## config.mk

```make
export PLATFORM = sky130hd
export DESIGN_NAME = decode_stage
export DESIGN_NICKNAME = d
export VERILOG_FILES = /design/src/verilog/rv_pkg.sv /design/src/verilog/regfile.sv /design/src/verilog/decode_stage.sv
export SDC_FILE = /design/constraint.sdc
export NUM_CORES = 2
export LEC_CHECK = 0
export CORE_UTILIZATION = 40
export CTS_CLUSTER_SIZE = 8
export DETAILED_ROUTE_END_ITERATION = 12
export DONT_BUFFER_PORTS = 1
export GPL_ROUTABILITY_DRIVEN = 0
export HOLD_SLACK_MARGIN = 0.05
export PLACE_DENSITY_LB_ADDON = 0.2
export SETUP_SLACK_MARGIN = 0.1
export SLEW_MARGIN = 40
export SYNTH_ARGS = -nofsm -noshare
export SYNTH_HDL_FRONTEND = slang
export SYNTH_SLANG_ARGS = --single-unit
```

## constraint.sdc

```tcl
create_clock -name CLK100MHZ -period 2.6 [get_ports CLK100MHZ]
set_input_delay 0.26 -clock CLK100MHZ [delete_from_list [all_inputs] [get_ports CLK100MHZ]]
set_output_delay 0.26 -clock CLK100MHZ [all_outputs]
set_load 0.005 [all_outputs]
```

## src/verilog/rv_pkg.sv

```systemverilog
package rv_pkg;

	////////////////////////////////////////
	// Widths with a meaning
	////////////////////////////////////////
	typedef logic [11:0] pc_t;        // Instruction byte address
	typedef logic [31:0] word_t;
	typedef logic [4:0]  reg_addr_t;
	typedef logic [3:0]  alu_op_t;

	// Major opcodes, inst[6:0]
	localparam logic [6:0] OP_REG   = 7'b0110011;
	localparam logic [6:0] OP_IMM   = 7'b0010011;
	localparam logic [6:0] OP_LOAD  = 7'b0000011;
	localparam logic [6:0] OP_STORE = 7'b0100011;
	localparam logic [6:0] OP_LUI   = 7'b0110111;
	localparam logic [6:0] OP_AUIPC = 7'b0010111;

	// ALU operations
	localparam alu_op_t ALU_ADD  = 4'd0;
	localparam alu_op_t ALU_SUB  = 4'd1;
	localparam alu_op_t ALU_AND  = 4'd2;
	localparam alu_op_t ALU_OR   = 4'd3;
	localparam alu_op_t ALU_XOR  = 4'd4;
	localparam alu_op_t ALU_SLT  = 4'd5;
	localparam alu_op_t ALU_SLTU = 4'd6;
	localparam alu_op_t ALU_SLL  = 4'd7;
	localparam alu_op_t ALU_SRL  = 4'd8;
	localparam alu_op_t ALU_SRA  = 4'd9;

	// Immediate formats
	localparam logic [2:0] IMM_I = 3'd0;
	localparam logic [2:0] IMM_S = 3'd1;
	localparam logic [2:0] IMM_U = 3'd2;

	// Load select, same encoding as funct3
	localparam logic [2:0] LD_B  = 3'b000;
	localparam logic [2:0] LD_H  = 3'b001;
	localparam logic [2:0] LD_W  = 3'b010;
	localparam logic [2:0] LD_BU = 3'b100;
	localparam logic [2:0] LD_HU = 3'b101;

	// Store width, funct3[1:0]
	localparam logic [1:0] ST_B = 2'd0;
	localparam logic [1:0] ST_H = 2'd1;
	localparam logic [1:0] ST_W = 2'd2;

	// Writeback source
	localparam logic [1:0] WB_PC4  = 2'd0;
	localparam logic [1:0] WB_ALU  = 2'd1;
	localparam logic [1:0] WB_IMM  = 2'd2;
	localparam logic [1:0] WB_LOAD = 2'd3;

	// Memory sizes in words
	localparam int IMEM_WORDS = 1024;               // Covers the whole 12-bit PC
	localparam int IMEM_AW    = $clog2(IMEM_WORDS);
	localparam int DMEM_WORDS = 256;
	localparam int DMEM_AW    = $clog2(DMEM_WORDS); // ALU result bits 9:2

endpackage

```

## src/verilog/regfile.sv

```systemverilog
`timescale 1ns/1ps

module regfile (
	input  logic              CLK100MHZ,
	input  logic              reset,
	input  rv_pkg::reg_addr_t src1_addr,
	input  rv_pkg::reg_addr_t src2_addr,
	input  rv_pkg::reg_addr_t dest_addr,
	input  logic              wr_en,
	input  rv_pkg::word_t     wr_data,
	output rv_pkg::word_t     src1_out,
	output rv_pkg::word_t     src2_out
);
	import rv_pkg::*;

	word_t regs [32];

	always_ff @(posedge CLK100MHZ) begin
		if (reset) begin
			for (int i = 0; i < 32; i++)
				regs[i] <= '0;
		end else if (wr_en) begin
			regs[dest_addr] <= wr_data;   // x0 filtered in decode
		end
	end

	// Write-through bypass
	// Reader in ID sees the value retiring in WB this same cycle
	assign src1_out = (wr_en && dest_addr == src1_addr) ? wr_data : regs[src1_addr];
	assign src2_out = (wr_en && dest_addr == src2_addr) ? wr_data : regs[src2_addr];

	// Decoder clears wr_en for rd = x0, so x0 stays zero
	a_no_x0_write: assert property (@(posedge CLK100MHZ) disable iff (reset)
		!(wr_en && dest_addr == '0))
		else $error("write to x0 reached the register file");

endmodule

```

## src/verilog/decode_stage.sv

```systemverilog
`timescale 1ns/1ps

module decode_stage (
	input  logic              CLK100MHZ,
	input  logic              reset,
	input  rv_pkg::pc_t       id_pc,
	input  rv_pkg::pc_t       id_pc4,
	input  rv_pkg::word_t     id_inst,
	input  logic              wb_wr_en,         // Writeback port
	input  rv_pkg::reg_addr_t wb_rd,
	input  rv_pkg::word_t     wb_wr_data,
	output rv_pkg::pc_t       exe_pc,
	output rv_pkg::pc_t       exe_pc4,
	output rv_pkg::word_t     exe_rfout_a,
	output rv_pkg::word_t     exe_rfout_b,
	output rv_pkg::word_t     exe_imm,
	output rv_pkg::reg_addr_t exe_rd,
	output rv_pkg::alu_op_t   exe_alu_op,
	output logic              exe_sel_op_a,     // 1 rs1, 0 PC
	output logic              exe_sel_op_b,     // 1 imm, 0 rs2
	output logic              exe_is_store,
	output logic              exe_wr_en,
	output logic [2:0]        exe_dm_select,
	output logic [1:0]        exe_store_select,
	output logic [1:0]        exe_sel_data
);
	import rv_pkg::*;

	// Instruction fields
	logic [6:0] opcode;
	logic [2:0] funct3;
	logic [6:0] funct7;
	reg_addr_t  rs_a, rs_b, rd;

	// Control set
	alu_op_t    alu_op;
	logic       sel_op_a, sel_op_b;
	logic       is_store;
	logic       wr_en;
	logic [2:0] dm_select;
	logic [2:0] imm_select;
	logic [1:0] store_select;
	logic [1:0] sel_data;

	word_t      rfout_a, rfout_b;
	word_t      imm;

	assign opcode = id_inst[6:0];
	assign rd     = id_inst[11:7];
	assign funct3 = id_inst[14:12];
	assign rs_a   = id_inst[19:15];
	assign rs_b   = id_inst[24:20];
	assign funct7 = id_inst[31:25];

	// funct3 to ALU op; alt is funct7[5]
	function automatic alu_op_t alu_sel(input logic [2:0] f3, input logic alt,
			input logic is_reg);
		case (f3)
			3'b000:  alu_sel = (is_reg && alt) ? ALU_SUB : ALU_ADD;   // No SUBI
			3'b001:  alu_sel = ALU_SLL;
			3'b010:  alu_sel = ALU_SLT;
			3'b011:  alu_sel = ALU_SLTU;
			3'b100:  alu_sel = ALU_XOR;
			3'b101:  alu_sel = alt ? ALU_SRA : ALU_SRL;
			3'b110:  alu_sel = ALU_OR;
			default: alu_sel = ALU_AND;
		endcase
	endfunction

	////////////////////////////////////////
	// Control decoder
	////////////////////////////////////////
	always_comb begin
		alu_op       = ALU_ADD;    // Address add for loads and stores
		sel_op_a     = 1'b1;
		sel_op_b     = 1'b1;
		is_store     = 1'b0;
		wr_en        = 1'b0;       // Unknown opcodes retire as bubbles
		dm_select    = LD_W;
		imm_select   = IMM_I;
		store_select = ST_W;
		sel_data     = WB_ALU;
		case (opcode)
			OP_REG: begin
				alu_op   = alu_sel(funct3, funct7[5], 1'b1);
				sel_op_b = 1'b0;
				wr_en    = 1'b1;
			end
			OP_IMM: begin
				alu_op = alu_sel(funct3, funct7[5], 1'b0);
				wr_en  = 1'b1;
			end
			OP_LOAD: begin
				dm_select = funct3;
				sel_data  = WB_LOAD;
				wr_en     = 1'b1;
			end
			OP_STORE: begin
				is_store     = 1'b1;
				imm_select   = IMM_S;
				store_select = funct3[1:0];
			end
			OP_LUI: begin
				imm_select = IMM_U;
				sel_data   = WB_IMM;   // Immediate straight to rd
				wr_en      = 1'b1;
			end
			OP_AUIPC: begin
				imm_select = IMM_U;
				sel_op_a   = 1'b0;     // PC + imm
				wr_en      = 1'b1;
			end
			default: ;
		endcase
		if (rd == '0)
			wr_en = 1'b0;          // x0 never written
	end

	// Immediate generator
	always_comb begin
		case (imm_select)
			IMM_S:   imm = {{20{id_inst[31]}}, id_inst[31:25], id_inst[11:7]};
			IMM_U:   imm = {id_inst[31:12], 12'b0};
			default: imm = {{20{id_inst[31]}}, id_inst[31:20]};
		endcase
	end

	regfile rf (
		.CLK100MHZ (CLK100MHZ),
		.reset     (reset),
		.src1_addr (rs_a),
		.src2_addr (rs_b),
		.dest_addr (wb_rd),
		.wr_en     (wb_wr_en),
		.wr_data   (wb_wr_data),
		.src1_out  (rfout_a),
		.src2_out  (rfout_b)
	);

	////////////////////////////////////////
	// ID/EXE pipeline register
	////////////////////////////////////////
	always_ff @(posedge CLK100MHZ) begin
		if (reset) begin
			exe_pc       <= '0;
			exe_pc4      <= '0;
			exe_wr_en    <= 1'b0;
			exe_is_store <= 1'b0;
		end else begin
			exe_pc       <= id_pc;
			exe_pc4      <= id_pc4;
			exe_wr_en    <= wr_en;
			exe_is_store <= is_store;
		end
	end

	// Operands and muxing controls
	always_ff @(posedge CLK100MHZ) begin
		exe_rfout_a      <= rfout_a;
		exe_rfout_b      <= rfout_b;
		exe_imm          <= imm;
		exe_rd           <= rd;
		exe_alu_op       <= alu_op;
		exe_sel_op_a     <= sel_op_a;
		exe_sel_op_b     <= sel_op_b;
		exe_dm_select    <= dm_select;
		exe_store_select <= store_select;
		exe_sel_data     <= sel_data;
	end

endmodule

```

==> After elaboration in Yosys (flattened, before gate mapping) <==
Memory sizes are Yosys's and may differ from the RTL's.
Cells that the tools add are included.
{ "op_classes": {"bitwise_logic": 0, "n_shift": 0, "addsub": 0, "n_div": 0, "n_mux": 22, "n_lt_le_gt_ge": 0, "n_reduce_logical": 8, "multipliers": 0, "n_eq_ne": 16} }
{ "ops": {"columns": ["operator", "n"], "rows": [
  ["32-bit two-way mux", 3],
  ["31-bit one-hot mux with 2 select lines", 1],
  ["4-bit one-hot mux with 7 select lines", 2],
  ["32-bit OR reduction", 1],
  ["7-bit by 6-bit equality test with 1-bit output (second input constant)", 3],
  ["7-bit by 5-bit equality test with 1-bit output (second input constant)", 2],
  ["1-bit two-way mux", 12],
  ["5-bit equality test", 2],
  ["3-bit by 2-bit equality test with 1-bit output (second input constant)", 3],
  ["3-bit equality test (second input constant)", 3],
  ["2-bit one-hot mux with 2 select lines", 2],
  ["4-bit one-hot mux with 2 select lines", 1],
  ["7-bit by 2-bit equality test with 1-bit output (second input constant)", 1],
  ["3-bit by 1-bit equality test with 1-bit output (second input constant)", 2],
  ["5-bit logical NOT", 1],
  ["5-bit two-way mux", 1],
  ["5-bit OR reduction", 1],
  ["2-bit OR reduction", 2],
  ["3-bit logical NOT", 1],
  ["1-bit logical AND", 2]
]} }
{ "word_totals": {"latchBits": 0, "n_memories": 1, "regBits": 140, "out_inout_bits": 140, "elab_cells": 61, "mem_bits_rw": 1024, "mem_bits_ro": 0} }
{ "memory_table": {"columns": ["name", "words", "word_bits", "read_ports", "rd_clocked_by_memory_dff", "wr", "line", "source"], "rows": [
  ["rf.regs", 32, 32, 2, 0, 32, "regfile.sv:16", "word_t regs [32];"]
]} }

==> Logic depth before layout (Yosys ltp) <==
{ "depth": {"ltp_word": 5, "mapped_depth": 10, "ltp_nobuf": 9} }

==> By module <==
A second synthesis with hierarchy kept.
{ "hier_totals": {"hier_cells": 4329, "area_unflattened_um2": 59694.8} }
{ "modules_own_cells": {"columns": ["module", "area_per_inst_um2", "instances", "cells_per_inst"], "rows": [
  ["regfile", 56221.4, 1, 4088],
  ["decode_stage", 3473.3, 1, 241]
]} }

==> Worst setup path after synthesis <==
Ideal clock, no wire load.
{ "synth_path": {"path_type": "input port to flip-flop", "startpoint": "in id_inst[3]", "endpoint": "reg exe_imm[20]", "path_slack_ns": 0.545, "path_buffers": 2, "t_arrival_ns": 1.997, "cell_stages": 9, "cell_sequence": "nor2_1 nand3_1 nor3_1 nand2_1 ha_1 nor2b_1 clkbuf_1 buf_1 a21o_1"} }
{ "synth_via": {"elab_chain_len": 5} }
{ "synth_lines": {"columns": ["item", "line", "source"], "rows": [
  ["start, declared", "decode_stage.sv:8", "input rv_pkg::word_t id_inst,"],
  ["7-bit by 6-bit equality test with 1-bit output / 7-bit by 5-bit equality test with 1-bit output (equally long branches)", "decode_stage.sv:83", "case (opcode)"],
  ["2-bit OR reduction (no line)", null, null],
  ["2-bit one-hot mux with 2 select lines *", "decode_stage.sv:83", null],
  ["3-bit by 2-bit equality test with 1-bit output / 3-bit by 1-bit equality test with 1-bit output (equally long branches)", "decode_stage.sv:121", "case (imm_select)"],
  ["31-bit one-hot mux with 2 select lines *", "decode_stage.sv:121", null],
  ["named net imm[20]", "decode_stage.sv:46", "word_t imm;"],
  ["end signal, assigned", "decode_stage.sv:161", "exe_imm <= imm;"],
  ["end, declared", "decode_stage.sv:16", "output rv_pkg::word_t exe_imm,"]
]} }
Mark *: on every way through the listed nets, which the timed path passes. The rest lies on a longest branch.
A chain may end at the register's enable or synchronous reset.

==> Final worst setup path <==
{ "layout_path": {"startpoint": "in id_inst[15]", "endpoint": "reg exe_rfout_a[31]"} }
{ "layout_via": {"elab_chain_len": 3} }
{ "layout_lines": {"columns": ["item", "line", "source"], "rows": [
  ["branches (longest 2 deep; another with memory 32 x 32 bit)", null, null],
  ["32-bit two-way mux *", "regfile.sv:29", "assign src1_out = (wr_en && dest_addr == src1_addr) ? wr_data : regs[src1_addr];"],
  ["named net rf.src1_out[31]", "regfile.sv:11", "output rv_pkg::word_t src1_out,"],
  ["end signal, assigned", "decode_stage.sv:159", "exe_rfout_a <= rfout_a;"],
  ["end, declared", "decode_stage.sv:14", "output rv_pkg::word_t exe_rfout_a,"]
]} }
Mark *: on every way through the listed nets, which the timed path passes.

==> flow_summary_export.csv <==
group,metric,value,unit
clocking,cts_buffers,165,
clocking,cts_buffer_depth,3,
synthesis,yosys-top-cells-count,"1026 x and2_1, 1025 x mux2i_1, 1024 x edfxtp_1, 311 x clkbuf_1, 256 x a22oi_1",
floorplanning,die_h,390,um
min_path,hp-class,"in2reg",
clocking,cts_resized,0,
job,max_cap_violations,0,
pwr,power_leakage,26.8,nW
floorplanning,die_w,390,um
worst_setup_path,r2r-start,"rf.regs[29][31]",
timing,max_freq,0.411,GHz
worst_setup_path,crit_slowest_cell,"dlygate4sd3_1",
global_route,grt_first_pass_wirelength,307000,um
synthesis,synth_compound_area_frac,0.107,
placed_design,port_buffers,0,
synthesis,synth.area.mux_share,0.170,
synthesis,synth_nets,4823,
timing,grt_setup_unrepaired,"no",
synthesis,synth_flop_cell,"edfxtp_1",
synthesis,synth_most_common_cell,"and2_1",
synthesis,yosys_warnings,0,
synthesis,ys_top_cells_by_area,"edfxtp_1 51%, mux2i_1 17%, and2_1 11%",
worst_setup_path,worstPathRequired,3360,ps
worst_setup_path,cp_max_fo,41,
detailed_routing,drt_wl_total,223000,um
placed_design,place_area,63100,sq um
synthesis,seq_area_frac_synth,0.557,
worst_setup_path,end_kind,"flip-flop",
timing,final.setup_skew,22.7,ps
global_route,grt_util_all_layers,0.283,
min_path,min_from,"wb_wr_data[15]",
placed_design,dp_hpwl,126000,um
worst_setup_path,critPathArrivalTime,3190,ps
finish,area_growth,16.0,%
detailed_routing,drc,0,
run_status,status,"finished clean",
global_route,grt_pass1_vias,41229,
timing,timing.setup.tns,0,ps
timing,finalMaxSlewViolations,0,
finish,final_nets,4904,
worst_setup_path,max_stage_delay,570,ps
synthesis,ys_types,38,
synthesis,netlist.area_leader.share,0.511,
clocking,cts_tree,"yes",
worst_setup_path,cp_num_buf_inv,5,
timing,min_period,2430,ps
detailed_routing,drtAntennaViolNets,0,
worst_setup_path,path_cells,"buf_16 -> buf_16 -> buf_16 -> mux2i_1 -> a22o_1 -> a221oi_1 -> o22ai_1 -> buf_4 -> o41ai_2 -> dlygate4sd3_1",
detailed_routing,post_drt_wl_per_cell,32.2,um
pwr,vdd_drop_max,0.524,mV
synthesis,synth_fa_ha_area_frac,0.000415,
timing,slew_headroom,0.438,
clocking,cts.clk_slew.worst_paths,50,ps
clocking,cts-root-buf,"clkbuf_16",
floorplanning,core.rowCount,142,
global_route,grt_overflow,0,
timing,timing_hold_violations_final,0,
pwr,power.density,682,nW/um^2
synthesis,synth_edf_count,1024,
clocking,cts_htree_levels,4,
finish,drive_gt1_frac,0.124,
detailed_routing,drt-initial-drc-count,4852,
synthesis,synth_top_family_by_area,"multiplexers",
synthesis,syn_inst,4725,
clocking,post_cts_buffers,0,
synthesis,synth.largest_area_cell,"edfxtp_1",
floorplanning,placeableCoreArea,150000,sq um
floorplanning,start_util,0.403,
synthesis,syn_avg_cell_area,12.7,sq um
floorplanning,dieArea,152000,sq um
synthesis,synth_xor_area_frac,0.00160,
timing,period_share,0.935,
synthesis,yosys.area_share.simple,0.125,
worst_setup_path,startpoint,"id_inst[15]",
worst_setup_path,crit_path_frequent_cell,"buf_16",
detailed_routing,drt-vias-per-instance,6.05,
timing,worst_pin_slew,843,ps
worst_setup_path,startpoint_type,"input pin",
floorplanning,io_pins,236,
clocking,clkLatencyLatePin,810,ps
finish,design_area,69800,sq um
global_route,antenna_found_initial,14,
synthesis,netlist_area,60200,sq um
synthesis,async_reset_ff_frac,0,
worst_setup_path,crit_type,"in2reg",
detailed_routing,dr_total_vias,41964,
global_route,grt_max_degree,515,
detailed_routing,dr.pass1.iters,6,
synthesis,ys_seq_elements,1164,
timing,setup_violations,0,
worst_setup_path,crit_family,"buffers and inverters",
clocking,cts_sinks,1164,
-- final timing paths --
| path | cells past startpoint | end | slack (ps) |
|---|---|---|---|
| setup / recovery | 10 | exe_rfout_a[31] | 170 |
| hold / removal | 3 | exe_rfout_a[15] | 30 |
| setup reg to reg | 7 | exe_rfout_b[31] | 420 |
| hold reg to reg | 4 | exe_rfout_a[17] | 900 |
-- repair_timing --
item,in CTS,in global routing
endpoints found under the hold margin,1544,15
hold buffers,134,11
endpoints found under the setup margin,0,24
-- metrics by stage --
step | setup WS (ps) | total power, mW | hold WS, ps | util | cells
floorplan | 545 | 25.3 | 288 | - | 4725
global placement | 254 | 26.6 | 288 | 0.422 | 6493
detailed placement | 243 | 26.6 | 288 | 0.422 | 6493
CTS | 427 | 47.2 | 57.2 | 0.464 | 6902
global route | 117 | 48.9 | 51.9 | 0.467 | 6932
finish | 168 | 47.7 | 30.0 | 0.467 | 6934
-- where the power goes --
group          total, mW  leakage (nW)  internal (mW)  switching, mW
Sequential          22.1          10.9           21.5          0.672
Combinational       5.24          13.7           2.00           3.24
Clock               20.3          2.27           11.8           8.47
Total               47.7          26.8           35.3           12.4
-- cells by family (layout without fill, tap and decap cells) --
logic type | count (synthesis) | in the layout
and+or+nand+nor | 1249 | 1249
DFF | 1164 | 1164
muxes | 1025 | 1025
AOI/OAI and AO/OA | 796 | 796
buffers and inverters | 478 | 667
xor gates and xnor gates | 11 | 11
adders and majority gates | 2 | 2
other | 0 | 4
-- per-layer routing --
layer  global-route usage  vias to the layer above  part of all wire
li1                     -                    17837                 -
met1                0.375                    21617              0.41
met2                0.456                     2055              0.46
met3               0.0565                      451             0.086
met4                0.104                        4             0.037
met5                    0                        -           0.00012
-- placed cells by master, fill, tap and decap left out, types with 34 or more instances in the layout --
master / count
a21oi_1: 128
a221oi_1: 129
a22o_1: 133
a22oi_1: 256
and2_1: 1024
buf_12: 70
buf_4: 171
clkbuf_1: 91
clkbuf_16: 172
dfxtp_1: 140
dlygate4sd3_1: 112
edfxtp_1: 1024
mux2i_1: 1025
nand2_1: 71
nor2_4: 34
nor2b_1: 34
o22ai_1: 64
o41ai_2: 64
or2_2: 36
-- registers in the layout, indices dropped and copies added (netlist names), 4 cells and up --
signal / cells
exe_alu_op: 4
exe_imm: 32
exe_pc: 12
exe_pc4: 12
exe_rd: 5
exe_rfout_a: 32
exe_rfout_b: 32
rf.regs: 1024
-- worst reg2reg max path, delay by kind of cell, from the launching register on --
kind,cells,cell delay [ps]
AO/OA/AOI/OAI,4,900
buffers and inverters,2,810
flip-flops,1,350
multiplexers,1,80
-- final cells by class --
type,count,area (sq um)
timing repair buffer,387,4340
clock buffer,258,4500
clock inverter,17,235
antenna,4,10.0
fill,13259,79800
multi-input combinational,3083,24700
inverter,5,18.8
tap,2016,2520
sequential,1164,33600
Note: power is estimated with default switching activity, not from simulation.
